<file path="src/msu_pkg.sv">
//==================================================
// shared types for the msu streamed audio path
// samples are signed 16 bit, one sector is 256 words
// lba width follows the host sector interface
//==================================================
package msu_pkg;

	//==================================================
	// widths and sector geometry
	//==================================================
	localparam int SAMPLE_W = 16;
	localparam int LBA_W    = 21;

	// 512 byte sector carried as 16 bit words
	localparam int SECTOR_WORDS = 256;

	//==================================================
	// audio types
	//==================================================
	typedef logic signed [SAMPLE_W-1:0] sample_t;

	typedef struct packed {
		sample_t l;
		sample_t r;
	} audio_pair_t;

	//==================================================
	// host sector interface
	//==================================================
	typedef logic [LBA_W-1:0] lba_t;

	// request side, rd is a level held until ack
	typedef struct packed {
		logic rd;
		lba_t lba;
	} sd_req_t;

	// ack stays high for the whole sector
	typedef struct packed {
		logic                ack;
		logic                buff_wr;
		logic [SAMPLE_W-1:0] data;
	} sd_xfer_t;

	// fetcher states
	typedef enum logic [1:0] {
		FETCH_IDLE     = 2'd0,
		FETCH_REQUEST  = 2'd1,
		FETCH_TRANSFER = 2'd2
	} fetch_state_t;

endpackage

</file>
<file path="src/msu_audio_mixer.sv">
`timescale 1ns/1ps
//==================================================
// adds streamed audio onto the console stereo output
// sums clamp to -32768..32767, output registered once
//==================================================
module msu_audio_mixer (
	input  logic                 clk_sys,
	input  logic                 RESET,
	input  logic                 playing,
	input  msu_pkg::audio_pair_t main_audio,
	input  msu_pkg::audio_pair_t msu_audio,
	output msu_pkg::audio_pair_t audio_out
);
	msu_pkg::audio_pair_t gated;

	// signed add with clamp on overflow
	function automatic msu_pkg::sample_t sat_add(
		input msu_pkg::sample_t a,
		input msu_pkg::sample_t b
	);
		logic [msu_pkg::SAMPLE_W:0] sum;
		sum = {a[msu_pkg::SAMPLE_W-1], a} + {b[msu_pkg::SAMPLE_W-1], b};
		// top two bits differ on overflow
		if (sum[msu_pkg::SAMPLE_W] != sum[msu_pkg::SAMPLE_W-1])
			sat_add = sum[msu_pkg::SAMPLE_W] ? 16'sh8000 : 16'sh7fff;
		else
			sat_add = sum[msu_pkg::SAMPLE_W-1:0];
	endfunction

	// silence when stopped, no dc offset from stale samples
	assign gated = playing ? msu_audio : '0;

	//==================================================
	// output register
	//==================================================
	always_ff @(posedge clk_sys) begin
		if (RESET) begin
			audio_out <= '0;
		end else begin
			audio_out.l <= sat_add(main_audio.l, gated.l);
			audio_out.r <= sat_add(main_audio.r, gated.r);
		end
	end

endmodule

</file>
<file path="config.mk">
export PLATFORM = sky130hd
export DESIGN_NAME = msu_audio_mixer
export DESIGN_NICKNAME = d
export VERILOG_FILES = /design/src/msu_pkg.sv /design/src/msu_audio_mixer.sv
export SDC_FILE = /design/constraint.sdc
export NUM_CORES = 1
export LEC_CHECK = 0
export ABC_AREA = 1
export BUFFER_PORTS_ARGS = -buffer_cell sky130_fd_sc_hd__buf_2
export CAP_MARGIN = 25
export CORE_AREA = 3 3 82 84
export DETAILED_ROUTE_END_ITERATION = 8
export DIE_AREA = 0 0 85 87
export GPL_ROUTABILITY_DRIVEN = 1
export PLACE_DENSITY_LB_ADDON = 0.1
export REMOVE_ABC_BUFFERS = 1
export SYNTH_ARGS = -nofsm -noshare
export SYNTH_HDL_FRONTEND = slang
export SYNTH_SLANG_ARGS = --single-unit
export TNS_END_PERCENT = 1
</file>
<file path="constraint.sdc">
create_clock -name clk_sys -period 2.6 [get_ports clk_sys]
set_clock_uncertainty 0.1 [all_clocks]
set_input_delay 0.13 -clock clk_sys [delete_from_list [all_inputs] [get_ports clk_sys]]
set_output_delay 0.13 -clock clk_sys [all_outputs]
set_load 0.02 [all_outputs]
</file>
==> results.cfg <==
[run_status]
outcome = complete, no violations

[route]
initialDrtViolationCount = 79
drc = 0
vias = 3334
wirelength_um = 7349
drtAntennaViolNets = 0
firstDrtPassIters = 4
viasPerCell = 4.811
wl_per_cell_um = 10.60

[floorplanning]
coreArea_um2 = 5991
io-pin-count = 99
die_w_um = 85
rows = 28
chipHeight_um = 87
die_area_um2 = 7395
start_util = 0.5320

[timing]
relSlewSlack = 0.6712
tns_ns = 0
drv_slew = 0
period_share = 0.8539
hold_violations = 0
worst_slew_pin_slew_ns = 0.4931
whs_ns = 0.1287
fin_crit_ns = 2.220
max_freq_mhz = 450.4
rsz0062_at_grt = no
setup_viol_count_final = 0

[power_and_ir_drop]
leakage_nw = 2.463
worst_ir_drop_vdd_mv = 0.4598
p_per_area_nw_per_um2 = 490.6

[synth]
netlist_area_um2 = 3187
yosysSeqAreaShare = 0.2010
yosys-top-cells-count = nand2_1 (181), inv_1 (83), nand3_1 (35), dfxtp_1 (32), ha_1 (32)
ys_warn_count = 0
ys_async_sr_fraction = 0
synth-seq-cells = 32
synthTopCellsByArea = nand2_1 (21%), dfxtp_1 (20%), ha_1 (13%)
syn_avg_cell_area_um2 = 6.140
syn_inst = 519
ys_types = 29
synth_edf_count = 0
synth_top_area_frac = 0.2132
synth_ff_type = dfxtp_1
synth_top_area_cell = nand2_1
synthMostInstantiatedCell = nand2_1

[critical_path]
crit_fanout = 18
arrival_ns = 2.33
critPathTopFamily = simple AND/OR/NAND/NOR gates
path_cells = buf_2 > nand2_1 > inv_1 > ha_1 > inv_1 > fa_1 > inv_1 > nand2_1 > a21oi_2 > nand2_1 > nand2_2 > nand2_2 > nand2_2 > nand2_1 > nand2_2 > nand3_4 > o21ai_1
critical_path_class = input port to flip-flop
max_stage_delay_ns = 0.37
cp_num_buf_inv = 4
critPathRequiredTime_ns = 2.71
crit_path_end_kind = flip-flop
slowest_stage = fa_1
startpoint_type = input port

[placed_design]
routabilityCongestion = 0.8794
post_dp_cell_area_um2 = 3721
place_hpwl_um = 6369
port_buffers = 98
dp_cells = 685

[finish]
largest_reg_flops = 32
seqCellArea_um2 = 640.6
fin_cells = 693
multi_input_area_um2 = 2140
nets = 718
postLayoutCoreUtil = 0.6391
area_growth_pct = 20.14
finalInstanceArea_um2 = 3829
top_register = audio_out
drive_gt1_frac = 0.2476
top_regs = audio_out x32
n_fill_cell = 604
antenna_cells = 0

[clock_network]
cts_resized = 0
clock-sinks = 32
h-tree-depth = 2
cts_setup_buffers = 0
cts_tree = yes
cts.path.max_buffers = 2
hold_buffers = 0
numCtsBuffers = 5
clockRootBuffer = clkbuf_8
clkSlewWorstSetupHoldPaths_ns = 0.06

[global_route]
grt_pass1_wl_um = 12790
grt_start_max_net_pins = 20
grt_pass1_vias = 3227
antenna_found_initial = 0
track_usage = 0.2062
grt-ovfl-total = 0

[hold_path]
hold_class = input port to flip-flop

[run]
maxCapViolCount = 0
cells by family (layout without fill, tap and decap cells):
group	after synthesis	in the layout	synth area share
buffers and inverters	99	198	0.1276
XOR/XNOR	16	16	0.04398
AO/OA/AOI/OAI	51	51	0.09855
adder cells (fa/ha/maj)	34	34	0.1382
flip-flops	32	32	0.2010
AND/OR/NAND/NOR	287	287	0.3907
final timing paths:
kind	slack (ns)	depth (start not counted)	start	to
worst max-delay path	0.38	17	playing	audio_out[18]$_SDFF_PP0_
worst min-delay path	0.13	4	main_audio[16]	audio_out[16]$_SDFF_PP0_
cell usage in the layout (no fill, tap or decap), types with 5 or more instances in the layout:
cell and instances:
inv_1 83, a21oi_1 29, a21oi_2 13, ha_1 32, nand2_2 21, clkbuf_8 5, nand2_1 181, xor2_1 14
dfxtp_1 32, nand3_1 35, inv_2 6, nor2_1 31, buf_2 98
layer usage:
metal	up-vias	track usage	share of wire
met3	13	0.03217	0.040
met4	0	0.05899	0.016
met1	1454	0.2125	0.41
li1	1804	-	-
met5	-	0	0
met2	63	0.4216	0.53
metrics by stage:
stage / power [mW] / worst slack [ns]
finish: 1.878 / 0.3800
CTS: 1.893 / 0.3645
floorplan: 1.186 / 0.5662
global route: 2.019 / 0.08746
global placement: 1.419 / 0.1609
detailed placement: 1.435 / 0.06907
power breakdown:
group          total (mW)  switching (mW)  internal (mW)
registers           0.594          0.0194          0.575
logic               0.825           0.523          0.302
clock network       0.460           0.176          0.284
total                1.88           0.718           1.16
final cells by class:
class                           instances  share of cell area
Inverter                               89             0.08725
Timing Repair Buffer                  101              0.1340
Clock inverter                          2            0.009150
Sequential cell                        32              0.1673
Tap cell                               75             0.02451
Multi-Input combinational cell        388              0.5588
Clock buffer                            6             0.01895
Power figures use the tool's default switching activity.
