File: config.mk
export PLATFORM = sky130hd
export DESIGN_NAME = msu_sample_pacer
export DESIGN_NICKNAME = d
export VERILOG_FILES = /design/src/msu_pkg.sv /design/src/msu_sample_pacer.sv
export SDC_FILE = /design/constraint.sdc
export NUM_CORES = 1
export LEC_CHECK = 0
export BUFFER_PORTS_ARGS = -buffer_cell sky130_fd_sc_hd__buf_2
export CORE_MARGIN = 2
export CORE_UTILIZATION = 42
export CTS_CLUSTER_SIZE = 16
export DETAILED_ROUTE_END_ITERATION = 10
export MAX_ROUTING_LAYER = met4
export PLACE_DENSITY = 0.66
export SLEW_MARGIN = 20
export SYNTH_ARGS = -nofsm -noshare
export SYNTH_HDL_FRONTEND = slang
export SYNTH_SLANG_ARGS = --single-unit
File: constraint.sdc
create_clock -name clk_sys -period 2.9 [get_ports clk_sys]
set_input_delay 0.145 -clock clk_sys [delete_from_list [all_inputs] [get_ports clk_sys]]
set_output_delay 0.145 -clock clk_sys [all_outputs]
set_load 0.05 [all_outputs]
File: src/msu_pkg.sv
//==================================================
// shared types for the msu streamed audio path
// samples are signed 16 bit, one sector is 256 words
// lba width follows the host sector interface
//==================================================
package msu_pkg;

	//==================================================
	// widths and sector geometry
	//==================================================
	localparam int SAMPLE_W = 16;
	localparam int LBA_W    = 21;

	// 512 byte sector carried as 16 bit words
	localparam int SECTOR_WORDS = 256;

	//==================================================
	// audio types
	//==================================================
	typedef logic signed [SAMPLE_W-1:0] sample_t;

	typedef struct packed {
		sample_t l;
		sample_t r;
	} audio_pair_t;

	//==================================================
	// host sector interface
	//==================================================
	typedef logic [LBA_W-1:0] lba_t;

	// request side, rd is a level held until ack
	typedef struct packed {
		logic rd;
		lba_t lba;
	} sd_req_t;

	// ack stays high for the whole sector
	typedef struct packed {
		logic                ack;
		logic                buff_wr;
		logic [SAMPLE_W-1:0] data;
	} sd_xfer_t;

	// fetcher states
	typedef enum logic [1:0] {
		FETCH_IDLE     = 2'd0,
		FETCH_REQUEST  = 2'd1,
		FETCH_TRANSFER = 2'd2
	} fetch_state_t;

endpackage

File: src/msu_sample_pacer.sv
`timescale 1ns/1ps
//==================================================
// one fifo read slot every SAMPLE_PERIOD clocks
// words alternate left then right, parity reset by trig_play
// samples hold their last value between updates
//==================================================
module msu_sample_pacer #(
	parameter int SAMPLE_PERIOD = 245
) (
	input  logic                 clk_sys,
	input  logic                 RESET,
	input  logic                 trig_play,
	input  logic                 playing,
	input  logic                 track_mounting,
	input  logic                 fifo_empty,
	input  msu_pkg::sample_t     fifo_data,
	output logic                 fifo_rd,
	output msu_pkg::audio_pair_t samples
);
	localparam int DIV_W = $clog2(SAMPLE_PERIOD + 1);
	localparam logic [DIV_W-1:0] DIV_LOAD = DIV_W'(SAMPLE_PERIOD - 1);

	logic [DIV_W-1:0] div_cnt;
	logic             slot;
	logic             rd_valid;
	logic             odd_word;

	//==================================================
	// slot divider
	//==================================================
	assign slot    = div_cnt == '0;
	// skip the slot if nothing buffered
	assign fifo_rd = slot && !fifo_empty && playing && !track_mounting;

	always_ff @(posedge clk_sys) begin
		if (RESET || slot)
			div_cnt <= DIV_LOAD;
		else
			div_cnt <= div_cnt - 1'b1;
	end

	//==================================================
	// channel steering
	//==================================================
	always_ff @(posedge clk_sys) begin
		if (RESET) begin
			rd_valid <= 1'b0;
			odd_word <= 1'b0;
			samples  <= '0;
		end else if (trig_play) begin
			// a read racing the flush is stale
			rd_valid <= 1'b0;
			odd_word <= 1'b0;
		end else begin
			rd_valid <= fifo_rd;
			if (rd_valid) begin
				// even word left, odd word right
				if (odd_word)
					samples.r <= fifo_data;
				else
					samples.l <= fifo_data;
				odd_word <= !odd_word;
			end
		end
	end

endmodule

==> results summary <==
Across the routed clock network, the largest skew measured is 0.00536 ns. In this run the worst path has a maximum fanout of 5. The sequential cell area is 841 um2. The number of buffers inserted by hold repair at cts is 0. The endpoint type of the worst setup path is a primary output.

The filler cell count in the final layout is 377. Derived from the worst setup path, the maximum achievable clock frequency is 0.530 GHz. The number of buffers added on ports is 54. The number of buffers added by the clock tree synthesis step came out at 5. 55 I/O pins were placed. Setup repair after global routing left no endpoint under its margin. The setup fix buffers added after clock tree synthesis is 0. The endpoint required time on the critical path came out at 2.76 ns. The cell count after synthesis came out at 190. The fraction of met1 tracks used by global routing is 20.8%.

The number of antenna violations at the first check in global routing was 0. The routed wirelength normalized by instance count came out at 11.4 um. The number of max-slew violations in the final report is 0. In this design, the largest share of critical-path delay is due to simple AND/OR/NAND/NOR gates. The standard-cell row count came out at 22. The startpoint type of the worst setup path is a register. The final setup violation count came out at 0.

The maximum ir drop on the vdd rail came out at 0.000269 V. The routed wire length is 3320 um. Data on the critical path arrives at its endpoint at 1.74 ns.

Entering global routing, the biggest net connects 39 pins. Relative to the synthesized area, the layout overhead comes to 23.1%. The tightest min-delay check is of the input pin to register type. The detailed-route vias per instance is 4.71. The initial DRC count came out at 72.

The overall overflow remaining after global route came out at 0. The count of endpoints failing hold in the final timing report is 0. Once detail routing completed, the nets flagged for antenna violations numbered 0. The average size of a mapped cell came out at 8.39 um2. The overall via count from detail_route is 1365.

The first-pass GRT wire length is 5280 um. The synthesized area came out at 1590 um2. For the final routed database, the setup TNS stands at 0 ns. Headroom to the max-slew limit came out at 54.4%. The final weighted congestion in routability-driven placement is 0.779.

The first-pass detailed-route iteration total came out at 4. The via count of the first global-routing pass is 1177. The initial core utilization came out at 43.5%. In this run, post-CTS repair resized a total of 0 instances.

The warning count from the yosys run came out at 0. The power per cell area came out at 527 nW/um2. The share of post-route cells with drive strength above 1 is 27.3%.

The die is 65.6 um wide. The TritonCTS clock tree is yes. The final critical delay including setup and external delays came out at 1.89 ns. The global-route usage over all layers came out at 16.9%. The met2 routing resource usage after global routing came out at 24.5%. The worst setup path is of the register to primary output kind. The met3 layer usage reported by global route came out at 6.34%. The vertical die dimension is 65.6 um. The source-to-sink clock delay at the later pin of the worst-skew pair is 0.29 ns. The net count of the mapped netlist came out at 214.

The distinct cell type count after synthesis came out at 28. The maximum count of clock buffers along a single path is 2. Measured on the finished design, the core utilization comes to 53.6%. The clock-pin slew reported for the worst setup and hold paths after clock tree synthesis came out at 0.07 ns. The slew of the pin with the lowest slew margin came out at 0.681 ns. The largest individual stage delay along the critical path comes from the cell nor3b_1. For this run, the slowest stage of the critical path takes 0.43 ns.

The antenna cell count came out at 0. The area of the core came out at 3660 um2. For this run, design rule violations remaining after detail routing come to 0. The cell chosen for the clock root is clkbuf_8. The run finished with clean final reports. The total die area came out at 4300 um2. After synthesis the netlist holds a flip-flop and latch count of 42. met2 is the most crowded layer.

The detailed placement HPWL came out at 2330 um. In the final layout, the multi-input gates occupy 681 um2. The signal on the critical path passes through inv_1, ha_1, nor3b_1, nand2_1, nor2_1, buf_2. Summed over all cells, the static leakage comes to 0.848 nW. Counting every sink on the clock net gives 42. The share of the clock period used by the worst path is 65.1%. The max-cap check violation count is 0.

The depth of the CTS H-tree is 2. Sequential cells were found to cover 52.7% of the synthesized design area. The final layout net count is 265. The worst path buffer plus inverter count came out at 2.
[power by group]
group	internal [mW]	switching [mW]	total (mW)
Sequential	0.586	0.0153	0.601
Clock	0.192	0.180	0.372
Combinational	0.0288	0.0322	0.0609
[worst reg2reg max path, delay by kind of cell, from the launching register on]
| kind | cells | cell delay (ns) |
|---|---|---|
| AND/OR/NAND/NOR | 2 | 0.75 |
| flip-flops | 1 | 0.45 |
| AO/OA/AOI/OAI | 1 | 0.09 |
[Yosys cell counts]
master	n	share of area, %
nor3_2	1	0.63
nor4_4	1	1.3
nor2_1	5	1.2
buf_4	1	0.47
clkbuf_1	4	0.94
buf_6	1	0.71
nor3b_1	2	0.94
a21oi_1	36	11
inv_1	5	1.2
or3b_1	1	0.55
or3_1	1	0.39
nand2_1	67	16
a21o_2	1	0.55
ha_1	2	1.6
o211a_1	1	0.63
buf_2	4	1.3
nor3_1	1	0.31
and3b_1	1	0.55
o21ai_0	1	0.31
or3b_2	1	0.55
xnor2_1	4	2.2
nor3b_4	1	1.2
dfxtp_1	42	53
a311o_1	1	0.63
nand3b_1	1	0.47
and3_1	1	0.39
nor4_1	2	0.78
a21o_1	1	0.47
[metrics by stage]
step	instance area [um2]	setup WS [ns]	total power [mW]	hold slack [ns]	instances
2_1_floorplan	1590	1.10	0.649	0.222	190
3_3_place_gp	1870	1.33	0.676	0.399	282
3_5_place_dp	1870	1.34	0.676	0.404	282
4_1_cts	1960	0.996	1.05	0.0907	290
5_1_grt	1960	0.819	1.09	0.0869	290
6_report	1960	1.01	1.03	0.0981	290
[final cells by class]
class	count	area share (%)
well taps	48	3.06
clock buffers	7	4.40
repair buffers	54	13.8
flip-flops and latches	42	42.9
inverters	5	0.957
multi-input cells	133	34.7
clock inverters	1	0.255
[sequential cells by signal, summed over array words and instances, names as in the netlist]
name      count
div_cnt       8
odd_word      1
rd_valid      1
samples      32
[routing by layer]
layer  part of all wire (%)  wire (um)  vias to the layer above
met5                      0          0                        -
met4                    1.4         46                        0
met3                    6.8        226                        4
met2                     43       1430                       40
met1                     49       1620                      601
li1                       -          -                      720
[cells by family (layout without fill, tap and decap cells)]
group,count (synthesis),after routing,synth area share (%)
AOI/OAI and AO/OA,41,41,13.9
xor gates and xnor gates,4,4,2.20
adders and majority gates,2,2,1.57
buffers and inverters,15,67,4.55
DFF,42,42,52.7
and+or+nand+nor,86,86,25.0
[placed cells by master (no fill, tap or decap), drive strengths merged]
master,instances
a21o,2
a21oi,36
a311o,1
and3,1
and3b,1
buf,54
clkbuf,7
clkinv,1
dfxtp,42
ha,2
inv,5
nand2,67
nand3b,1
nor2,5
nor3,2
nor3b,3
nor4,3
o211a,1
o21ai,1
or3,1
or3b,2
xnor2,4
[worst paths after layout]
| path | start | to | slack (ns) | cells past startpoint |
|---|---|---|---|---|
| worst max register to register | odd_word | samples[4] | 1.47 | 3 |
| worst min-delay path | fifo_data[5] | samples[5] | 0.1 | 3 |
| worst min register to register | samples[5] | samples[5] | 0.45 | 2 |
| worst max-delay path | div_cnt[0] | fifo_rd | 1.01 | 6 |
Note: power is estimated with default switching activity, not from simulation.
