## config.mk

```make
export PLATFORM = sky130hd
export DESIGN_NAME = msu_sector_fetch
export DESIGN_NICKNAME = d
export VERILOG_FILES = /design/src/msu_pkg.sv /design/src/msu_sector_fetch.sv
export SDC_FILE = /design/constraint.sdc
export NUM_CORES = 1
export LEC_CHECK = 0
export ABC_AREA = 0
export BUFFER_PORTS_ARGS = -buffer_cell sky130_fd_sc_hd__buf_2
export CORE_MARGIN = 10
export CORE_UTILIZATION = 42
export CTS_CLUSTER_SIZE = 12
export DETAILED_ROUTE_END_ITERATION = 8
export PLACE_DENSITY = 0.75
export SLEW_MARGIN = 20
export SYNTH_ARGS = -nofsm -noshare
export SYNTH_HDL_FRONTEND = slang
export SYNTH_SLANG_ARGS = --single-unit
```

## constraint.sdc

```tcl
create_clock -name clk_sys -period 1.85 [get_ports clk_sys]
set_clock_uncertainty 0.1 [all_clocks]
set_input_delay 0.2775 -clock clk_sys [delete_from_list [all_inputs] [get_ports clk_sys]]
set_output_delay 0.2775 -clock clk_sys [all_outputs]
set_load 0.01 [all_outputs]
```

## src/msu_pkg.sv

```systemverilog
//==================================================
// shared types for the msu streamed audio path
// samples are signed 16 bit, one sector is 256 words
// lba width follows the host sector interface
//==================================================
package msu_pkg;

	//==================================================
	// widths and sector geometry
	//==================================================
	localparam int SAMPLE_W = 16;
	localparam int LBA_W    = 21;

	// 512 byte sector carried as 16 bit words
	localparam int SECTOR_WORDS = 256;

	//==================================================
	// audio types
	//==================================================
	typedef logic signed [SAMPLE_W-1:0] sample_t;

	typedef struct packed {
		sample_t l;
		sample_t r;
	} audio_pair_t;

	//==================================================
	// host sector interface
	//==================================================
	typedef logic [LBA_W-1:0] lba_t;

	// request side, rd is a level held until ack
	typedef struct packed {
		logic rd;
		lba_t lba;
	} sd_req_t;

	// ack stays high for the whole sector
	typedef struct packed {
		logic                ack;
		logic                buff_wr;
		logic [SAMPLE_W-1:0] data;
	} sd_xfer_t;

	// fetcher states
	typedef enum logic [1:0] {
		FETCH_IDLE     = 2'd0,
		FETCH_REQUEST  = 2'd1,
		FETCH_TRANSFER = 2'd2
	} fetch_state_t;

endpackage

```

## src/msu_sector_fetch.sv

```systemverilog
`timescale 1ns/1ps
//==================================================
// sector fetcher, track starts at lba 0 and stops after LAST_SECTOR
// next sector only asked for once fill level <= REFILL_LEVEL
// playing stays set until RESET, trig_play restarts at lba 0
//==================================================
module msu_sector_fetch #(
	parameter int FIFO_DEPTH_LOG2 = 12,
	parameter int REFILL_LEVEL    = 1176,
	parameter int LAST_SECTOR     = 2097151
) (
	input  logic                     clk_sys,
	input  logic                     RESET,
	input  logic                     trig_play,
	input  logic                     track_mounting,
	input  msu_pkg::sd_xfer_t        sd_xfer,
	input  logic [FIFO_DEPTH_LOG2:0] fill_level,
	input  logic                     fifo_full,
	output msu_pkg::sd_req_t         sd_req,
	output logic                     playing,
	output logic                     fifo_wr,
	output logic                     fifo_flush
);
	localparam logic [FIFO_DEPTH_LOG2:0] REFILL_MARK = REFILL_LEVEL[FIFO_DEPTH_LOG2:0];
	localparam msu_pkg::lba_t LAST_LBA = LAST_SECTOR[msu_pkg::LBA_W-1:0];

	msu_pkg::fetch_state_t state;
	msu_pkg::lba_t         lba;
	logic                  req_rd;
	logic                  track_done;
	logic                  stream_ok;
	logic                  room_for_sector;

	// streaming allowed
	assign stream_ok       = playing && !track_mounting;
	assign room_for_sector = fill_level <= REFILL_MARK;

	// old track data is dropped on a new trigger
	assign fifo_flush = trig_play;
	// word strobe from the host, only while ack is up
	assign fifo_wr    = sd_xfer.ack && sd_xfer.buff_wr && stream_ok && !fifo_full;
	assign sd_req     = '{rd: req_rd, lba: lba};

	//==================================================
	// request fsm
	//==================================================
	always_ff @(posedge clk_sys) begin
		if (RESET) begin
			state      <= msu_pkg::FETCH_IDLE;
			req_rd     <= 1'b0;
			lba        <= '0;
			playing    <= 1'b0;
			track_done <= 1'b0;
		end else if (trig_play) begin
			// restart from the first sector
			state      <= msu_pkg::FETCH_IDLE;
			req_rd     <= 1'b0;
			lba        <= '0;
			playing    <= 1'b1;
			track_done <= 1'b0;
		end else begin
			case (state)
				msu_pkg::FETCH_IDLE: begin
					if (stream_ok && !track_done) begin
						req_rd <= 1'b1;
						state  <= msu_pkg::FETCH_REQUEST;
					end
				end
				msu_pkg::FETCH_REQUEST: begin
					// host took the request
					if (sd_xfer.ack) begin
						req_rd <= 1'b0;
						state  <= msu_pkg::FETCH_TRANSFER;
					end
				end
				msu_pkg::FETCH_TRANSFER: begin
					// sector done, wait for space
					if (!sd_xfer.ack && room_for_sector) begin
						if (lba == LAST_LBA) begin
							state      <= msu_pkg::FETCH_IDLE;
							track_done <= 1'b1;
						end else if (!track_mounting) begin
							lba    <= lba + 1'b1;
							req_rd <= 1'b1;
							state  <= msu_pkg::FETCH_REQUEST;
						end
					end
				end
				default: state <= msu_pkg::FETCH_IDLE;
			endcase
		end
	end

	//==================================================
	// checks
	//==================================================
	// host must never see a request during the data phase
	a_no_rd_in_xfer: assert property (@(posedge clk_sys) disable iff (RESET)
		state == msu_pkg::FETCH_TRANSFER |-> !sd_req.rd);
	// a host word meeting a full fifo would be lost
	a_no_wr_full: assert property (@(posedge clk_sys) disable iff (RESET)
		sd_xfer.ack && sd_xfer.buff_wr && stream_ok |-> !fifo_full);
	// one full sector on top of the refill mark must fit
	a_refill_fits: assert property (@(posedge clk_sys)
		REFILL_LEVEL + msu_pkg::SECTOR_WORDS <= (1 << FIFO_DEPTH_LOG2));

endmodule

```

==> results.py, run 1 <==
metrics = {
    "synth": {
        "ys_ff_latch": 26,
        "synth_largest_area_cell": "dfxtp_1",
        "synth_area_per_cell_um2": 8.13,
        "synth_edf_count": 0,
        "async_reset_ff_frac": 0,
        "synth_flop_cell": "dfxtp_1",
        "synth_nets": 210,
        "synth_area_um2": 1410,
        "syn_inst": 173,
        "yosysSeqAreaShare": 0.370,
        "synth_area_leaders": "dfxtp_1 (37%), o31ai_1 (8.0%), or4_1 (6.9%)",
        "ys_warn_count": 0,
        "synth_top_area_share": 0.370,
        "synth_cell_type_count": 39,
    },
    "sta": {
        "setup_violations": 16,
        "fmax_ghz": 0.503,
        "finalMaxSlewViolations": 0,
        "tightest_slew_ns": 0.497,
        "fin_crit_sh": 1.07,
        "final_hold_viol_count": 0,
        "whs_ns": 0.0183,
        "min_period_ns": 1.99,
        "layout_setup_ws_ns": -0.139,
        "rsz0062_at_grt": "true",
        "slew_headroom": 0.668,
    },
    "power": {
        "p_leak_nw": 0.882,
        "ir_drop_mv": 0.256,
        "powerDensity_nw_per_um2": 434,
    },
    "floorplanning": {
        "core_um2": 3130,
        "die_h_um": 77.9,
        "initial_core_util": 0.450,
        "io_pins": 61,
        "die_area_um2": 6060,
        "die_w_um": 77.9,
        "rows": 20,
    },
    "job": {
        "max_cap_violations": 0,
    },
    "worst_setup_path": {
        "critPathLaunchType": "register",
        "path_class": "reg -> reg",
        "cp.arrival_ns": 2.16,
        "cp.required_ns": 2.02,
        "crit_fanout": 15,
        "endpoint_kind": "register",
    },
    "detailed_routing": {
        "viasPerCell": 5.42,
        "avgRoutedWirePerCell_um": 13.7,
        "num_vias": 1625,
        "dr.pass1.iters": 4,
        "ant_nets": 0,
        "routed_wl_um": 4110,
        "drt_iter0_drc": 96,
        "drc": 0,
    },
    "placement": {
        "place_congestion": 0.836,
        "portBuffers": 44,
        "dpl.hpwl_um": 3050,
    },
    "finish": {
        "area_growth_pct": 51.5,
        "final_nets": 294,
        "mostFrequentLayoutCells": "buf_2 (44), buf_4 (41), dfxtp_1 (20)",
        "regArea_um2": 533,
        "final_common_cell": "buf_2",
        "num-fill-cells": 284,
        "final_core_util": 0.681,
        "diodes": 0,
        "multi_input_area_um2": 915,
        "drive_gt1_frac": 0.457,
    },
    "grt": {
        "antenna_found_initial": 0,
        "grt_max_degree": 34,
        "grt_usage": 0.134,
        "grt_pass1_wl_um": 7010,
        "grt_pass1_vias": 1564,
        "grt_overflow": 0,
    },
    "status": {
        "run_status": "finished with violations",
        "violations": "negative setup slack",
    },
    "clock_tree": {
        "cts-root-buf": "clkbuf_4",
        "cts_max_level": 1,
        "cts_buffers": 3,
        "clock_path_buffers": 2,
        "clock_latency_ns": 0.33,
        "cts_tree": "done",
        "cts.clk_slew.worst_paths_ns": 0.15,
        "clock_sinks": 26,
    },
    "min_path": {
        "hold_class": "in -> reg",
    },
}
==> worst paths after layout <==
kind | cells after the start | slack [ns] | from | end
setup reg to reg | 7 | -0.14 | lba[0] | lba[11]
setup / recovery | 7 | -0.14 | lba[0] | lba[11]
hold / removal | 2 | 0.02 | RESET | playing
hold reg to reg | 2 | 0.38 | lba[20] | lba[20]
==> state kept, by name (all words and copies together) (netlist names) <==
name,flops
track_done,1
state,2
req_rd,1
lba,21
playing,1
==> worst max-delay path, stage by stage (launching register included) <==
cell	delay (ns)
dfxtp_4	0.39
ha_4	0.15
and3_4	0.18
and2_4	0.16
a21o_4	0.22
buf_12	0.14
or4_1	0.46
a21oi_1	0.13
==> Yosys cell counts, drive strengths merged, types with 3 or more instances <==
cell type and count:
clkbuf 5, o31ai 15, nand3 7, nor3 6
nand2 16, or4 13, buf 6, inv 3
or3 6, a21oi 19, o21ai 5, and2 3
nor2 10, dfxtp 26, nand4 9
==> stage by stage <==
stage | total power, W | TNS, ns | cells | setup WS (ns) | cell area, µm²
6_report | 0.000925 | -1.11 | 300 | -0.139 | 2130
5_1_grt | 0.000959 | -2.31 | 300 | -0.189 | 2130
4_1_cts | 0.000925 | -1.14 | 295 | -0.156 | 2060
3_5_place_dp | 0.000662 | -2.57 | 287 | -0.202 | 1990
3_3_place_gp | 0.000660 | -2.28 | 287 | -0.182 | 1990
2_1_floorplan | 0.000614 | -0.540 | 173 | -0.0814 | 1490
==> per-layer routing <==
layer	share of wire	track usage	wire length, µm	up-vias
li1	-	-	-	837
met1	0.48	0.168	1980	752
met2	0.47	0.219	1920	31
met3	0.036	0.0288	148	5
met4	0.014	0.0529	59	0
met5	0	0	0	-
==> cell families after synthesis <==
group / share of synthesized area
and+or+nand+nor: 0.324
AOI/OAI and AO/OA: 0.230
DFF: 0.370
adders and majority gates: 0.00890
muxes: 0.0142
buffers and inverters: 0.0525
==> final cells by class <==
class	count	share of cell area
Clock buffer	3	0.0106
Clock inverter	1	0.00176
Inverter	3	0.00528
Multi-Input combinational cell	134	0.429
Sequential cell	26	0.250
Tap cell	44	0.0258
Timing Repair Buffer	89	0.277
==> timing repair <==
action,CTS,global route
endpoints found under the setup margin,16,21
pin swaps,3,5
gates resized for setup,3,12
endpoints found under the hold margin,0,0
hold buffers,0,0
cloned,1,0
buffers inserted,3,5
==> report_power, final <==
group / leakage, nW / internal [W] / total (W) / switching [W]
Sequential: 0.213 / 0.000560 / 0.000562 / 0.00000189
Combinational: 0.653 / 0.0000479 / 0.0000976 / 0.0000497
Clock: 0.0154 / 0.0000795 / 0.000265 / 0.000186
Note: power is estimated with default switching activity, not from simulation.
==> inputs of run 2 (changes only) <==
--- a/config.mk
+++ b/config.mk
@@ -12,6 +12,7 @@
 export CTS_CLUSTER_SIZE = 12
 export DETAILED_ROUTE_END_ITERATION = 8
 export PLACE_DENSITY = 0.75
+export RECOVER_POWER = 50
 export SLEW_MARGIN = 20
 export SYNTH_ARGS = -nofsm -noshare
 export SYNTH_HDL_FRONTEND = slang
==> results.py, run 2 (synthesis results as in run 1) <==
metrics = {
    "floorplanning": {
        "die_h_um": 77.9,
        "die_area_um2": 6060,
        "rows": 20,
        "die_w_um": 77.9,
        "initial_core_util": 0.450,
        "io_pins": 61,
        "core_um2": 3130,
    },
    "grt": {
        "grt_pass1_wl_um": 7010,
        "grt_pass1_vias": 1564,
        "antenna_found_initial": 0,
        "grt_usage": 0.134,
        "grt_overflow": 0,
        "grt_max_degree": 34,
    },
    "status": {
        "run_status": "finished with violations",
        "violations": "negative setup slack",
    },
    "sta": {
        "layout_setup_ws_ns": -0.139,
        "fin_crit_sh": 1.08,
        "finalMaxSlewViolations": 0,
        "final_hold_viol_count": 0,
        "tightest_slew_ns": 0.493,
        "slew_headroom": 0.670,
        "min_period_ns": 1.99,
        "setup_violations": 16,
        "fmax_ghz": 0.503,
        "rsz0062_at_grt": "true",
    },
    "detailed_routing": {
        "num_vias": 1623,
        "dr.pass1.iters": 4,
        "drt_iter0_drc": 120,
        "routed_wl_um": 4120,
        "ant_nets": 0,
        "drc": 0,
        "avgRoutedWirePerCell_um": 13.7,
        "viasPerCell": 5.41,
    },
    "finish": {
        "drive_gt1_frac": 0.418,
        "final_core_util": 0.676,
        "largest_reg_flops": 21,
        "area_growth_pct": 50.4,
        "top_register": "lba",
        "stdcell_area_um2": 2120,
        "final_common_cell": "buf_4",
        "mostFrequentLayoutCells": "buf_4 (40), buf_2 (35), dfxtp_1 (20)",
        "diodes": 0,
        "num-fill-cells": 290,
        "final_nets": 294,
        "top_regs": "lba (21), state (2)",
        "layout.cells.non_filler": 300,
    },
    "worst_setup_path": {
        "endpoint_kind": "register",
        "slowest_delay_ns": 0.46,
        "critPathLaunchType": "register",
        "path_delay_family": "simple AND/OR/NAND/NOR gates",
        "cp.required_ns": 2.02,
        "crit_fanout": 15,
        "path_class": "reg -> reg",
        "cp.buffers_inverters": 1,
        "reg2reg_from": "lba[0]",
        "cp.arrival_ns": 2.16,
        "crit_slowest_cell": "or4_1",
        "worstSetupStartpoint": "lba[0]",
        "critical_path.cell_chain": "ha_4, and3_4, and2_4, a21o_4, buf_12, or4_1, a21oi_1",
    },
    "placement": {
        "dpl-instance-area_um2": 1990,
        "place_congestion": 0.836,
        "post-place-cells": 287,
        "dpl.hpwl_um": 3050,
        "portBuffers": 44,
    },
    "min_path": {
        "hold_start": "RESET",
        "hold_class": "in -> reg",
    },
    "clock_tree": {
        "cts-root-buf": "clkbuf_4",
        "ctsHoldBuffers": 0,
        "clock_path_buffers": 2,
        "cts_tree": "done",
        "cts_max_level": 1,
        "cts.clk_slew.worst_paths_ns": 0.15,
        "cts_buffers": 3,
        "clock_sinks": 26,
        "clock_latency_ns": 0.33,
    },
    "power": {
        "p_leak_nw": 0.841,
        "ir_drop_mv": 0.256,
        "powerDensity_nw_per_um2": 437,
        "p_total_w": 0.000924,
    },
    "job": {
        "max_cap_violations": 0,
    },
}
run 2: timing repair:
item,in CTS,in global routing
resized for setup,3,12
gates cloned,1,0
buffers inserted,3,5
pin swaps,3,5
endpoints found under the setup margin,16,21
run 2: path summary, 6_finish.rpt:
path / end / slack [ns] / depth (start not counted)
max: lba[11] / -0.14 / 7
min: playing / 0.02 / 2
max reg2reg: lba[11] / -0.14 / 7
min reg2reg: lba[20] / 0.38 / 2
run 2: worst register-to-register path: stages (launching register included):
cell and delay [ns]:
dfxtp_4 0.38, ha_4 0.15, and3_4 0.18, and2_4 0.16
a21o_4 0.22, buf_12 0.15, or4_1 0.46, a21oi_1 0.13
run 2: cell type report:
cell class / instances / area (µm²) / share of cell area
Clock buffer: 3 / 22.5 / 0.0106
Sequential cell: 26 / 533 / 0.252
Multi-Input combinational cell: 134 / 915 / 0.432
Clock inverter: 1 / 3.75 / 0.00177
Timing Repair Buffer: 89 / 576 / 0.272
Tap cell: 44 / 55.1 / 0.0260
Inverter: 3 / 11.3 / 0.00532
run 2: through the flow:
stage               hold WS (ns)  setup slack, ns  setup TNS [ns]
finish                    0.0187           -0.139           -1.09
global route              0.0255           -0.189           -2.31
CTS                       0.0206           -0.156           -1.14
detailed placement         0.361           -0.202           -2.57
global placement           0.353           -0.182           -2.28
floorplan                  0.250          -0.0814          -0.540
run 2: power breakdown:
part           internal [W]  switching (W)  total [W]
Clock             0.0000794       0.000186   0.000265
Sequential         0.000560     0.00000195   0.000562
Combinational     0.0000470      0.0000498  0.0000968
run 2: metal layers:
metal | global-route usage | wire [µm]
met5 | 0 | 0
met4 | 0.0529 | 50
met3 | 0.0288 | 154
met2 | 0.219 | 1930
met1 | 0.168 | 1990
==> inputs of run 3 (changes only) <==
--- a/config.mk
+++ b/config.mk
@@ -11,6 +11,7 @@
 export CORE_UTILIZATION = 42
 export CTS_CLUSTER_SIZE = 12
 export DETAILED_ROUTE_END_ITERATION = 8
+export MAX_ROUTING_LAYER = met4
 export PLACE_DENSITY = 0.75
 export RECOVER_POWER = 50
 export SLEW_MARGIN = 20
==> constraint.sdc (replaced) <==
create_clock -name clk_sys -period 1.65 [get_ports clk_sys]
set_clock_uncertainty 0.1 [all_clocks]
set_input_delay 0.2475 -clock clk_sys [delete_from_list [all_inputs] [get_ports clk_sys]]
set_output_delay 0.2475 -clock clk_sys [all_outputs]
set_load 0.01 [all_outputs]
==> results.py, run 3 (synthesis results as in run 1) <==
metrics = {
    "clock_tree": {
        "cts_max_level": 1,
        "cts-root-buf": "clkbuf_4",
        "clock_path_buffers": 2,
        "cts_tree": "done",
        "clock_latency_ns": 0.35,
        "clock_sinks": 26,
        "cts_buffers": 3,
        "cts.clk_slew.worst_paths_ns": 0.16,
    },
    "placement": {
        "dpl-instance-area_um2": 2120,
        "portBuffers": 44,
        "dpl.hpwl_um": 3360,
        "place_ws_ns": -0.369,
        "place_congestion": 0.857,
        "post-place-cells": 304,
    },
    "grt": {
        "grt_pass1_vias": 1649,
        "grt_overflow": 0,
        "antenna_found_initial": 0,
        "grt_pass1_wl_um": 7470,
        "grt_usage": 0.149,
        "grt_max_degree": 33,
    },
    "sta": {
        "tns_ns": -4.39,
        "fmax_ghz": 0.505,
        "fin_crit_sh": 1.20,
        "finalMaxSlewViolations": 0,
        "setup_violations": 23,
        "layout_setup_ws_ns": -0.330,
        "min_period_ns": 1.98,
        "rsz0062_at_grt": "true",
        "tightest_slew_ns": 0.402,
        "slew_headroom": 0.728,
        "whs_ns": -0.00627,
        "final_hold_viol_count": 1,
    },
    "floorplanning": {
        "die_area_um2": 6060,
        "core_um2": 3130,
        "die_h_um": 77.9,
        "io_pins": 61,
        "die_w_um": 77.9,
        "initial_core_util": 0.450,
        "rows": 20,
    },
    "worst_setup_path": {
        "cp.required_ns": 1.85,
        "critPathLaunchType": "register",
        "crit_fanout": 6,
        "slowest_delay_ns": 0.47,
        "path_class": "reg -> reg",
        "crit_slowest_cell": "or4_4",
        "endpoint_kind": "register",
        "cp.arrival_ns": 2.18,
        "critical_path.cell_chain": "ha_4, and3_4, and2_4, a21o_4, buf_6, or4_4, a21oi_2",
    },
    "detailed_routing": {
        "dr.pass1.iters": 4,
        "routed_wl_um": 4890,
        "ant_nets": 0,
        "drc": 0,
        "drt_iter0_drc": 123,
        "avgRoutedWirePerCell_um": 15.5,
        "num_vias": 1739,
        "viasPerCell": 5.52,
    },
    "finish": {
        "area_growth_pct": 66.9,
        "top_register": "lba",
        "drive_gt1_frac": 0.517,
        "num-fill-cells": 246,
        "mostFrequentLayoutCells": "buf_4 (49), buf_2 (38), dfxtp_1 (19)",
        "stdcell_area_um2": 2350,
        "final_common_cell": "buf_4",
        "top_regs": "lba (21), state (2)",
        "final_core_util": 0.750,
        "diodes": 0,
        "layout.cells.non_filler": 315,
        "largest_reg_flops": 21,
        "final_nets": 309,
    },
    "power": {
        "p_leak_nw": 0.960,
        "ir_drop_mv": 0.753,
        "powerDensity_nw_per_um2": 496,
    },
    "status": {
        "run_status": "finished with violations",
        "violations": "negative hold slack, negative setup slack",
    },
    "job": {
        "max_cap_violations": 0,
    },
    "min_path": {
        "hold_class": "in -> reg",
    },
}
[run 3: changes by cell type in the layout (fill, tap and decap cells not counted), sizes merged]
cell    delta
buf       +18
clkbuf     -2
clkinv     -1
[run 3: metrics by stage]
step	hold WS (ns)	power, W
floorplan	0.220	0.000689
global placement	0.353	0.000746
detailed placement	0.364	0.000748
CTS	0.00179	0.00115
global route	0.00414	0.00121
finish	-0.00627	0.00116
[run 3: where the power goes]
part           internal [W]  leakage, nW  switching (W)
Clock              0.000186       0.0261       0.000213
Sequential         0.000628        0.214     0.00000265
Combinational     0.0000668        0.720      0.0000688
[run 3: worst paths after layout]
path / from / end / slack (ns) / cells after the start
max reg2reg: lba[1] / lba[6] / -0.33 / 7
max: lba[1] / lba[6] / -0.33 / 7
min reg2reg: req_rd / req_rd / 0.43 / 2
min: RESET / playing / -0.006 / 2
[run 3: layer usage]
metal | routed length, µm | share of wire | global-route usage
met4 | 30 | 0.0061 | 0.0164
met1 | 2070 | 0.42 | 0.177
met3 | 236 | 0.048 | 0.0346
met5 | 0 | 0 | -
met2 | 2560 | 0.52 | 0.256
[run 3: area by class of cell]
class,count,area (µm²),area share
multi-input cells,134,993,0.423
inverters,3,11.3,0.00480
clock buffers,4,47.5,0.0203
flip-flops and latches,26,534,0.228
repair buffers,104,706,0.301
well taps,44,55.1,0.0235
[run 3: worst max-delay path, delay by kind of cell, from the launching register on]
kind | cells | cell delay (ns)
AND/OR/NAND/NOR | 3 | 0.79
flip-flops | 1 | 0.38
AO/OA/AOI/OAI | 2 | 0.37
adder cells (fa/ha/maj) | 1 | 0.15
buffers and inverters | 1 | 0.13
[run 3: repair_timing]
action / 4_1_cts / 5_1_grt
resized for setup: 14 / 22
endpoints found under the setup margin: 23 / 24
hold endpoints to repair: 0 / 0
setup buffers: 3 / 3
hold buffers: 0 / 0
gates cloned: 2 / 0
pin swaps: 11 / 14
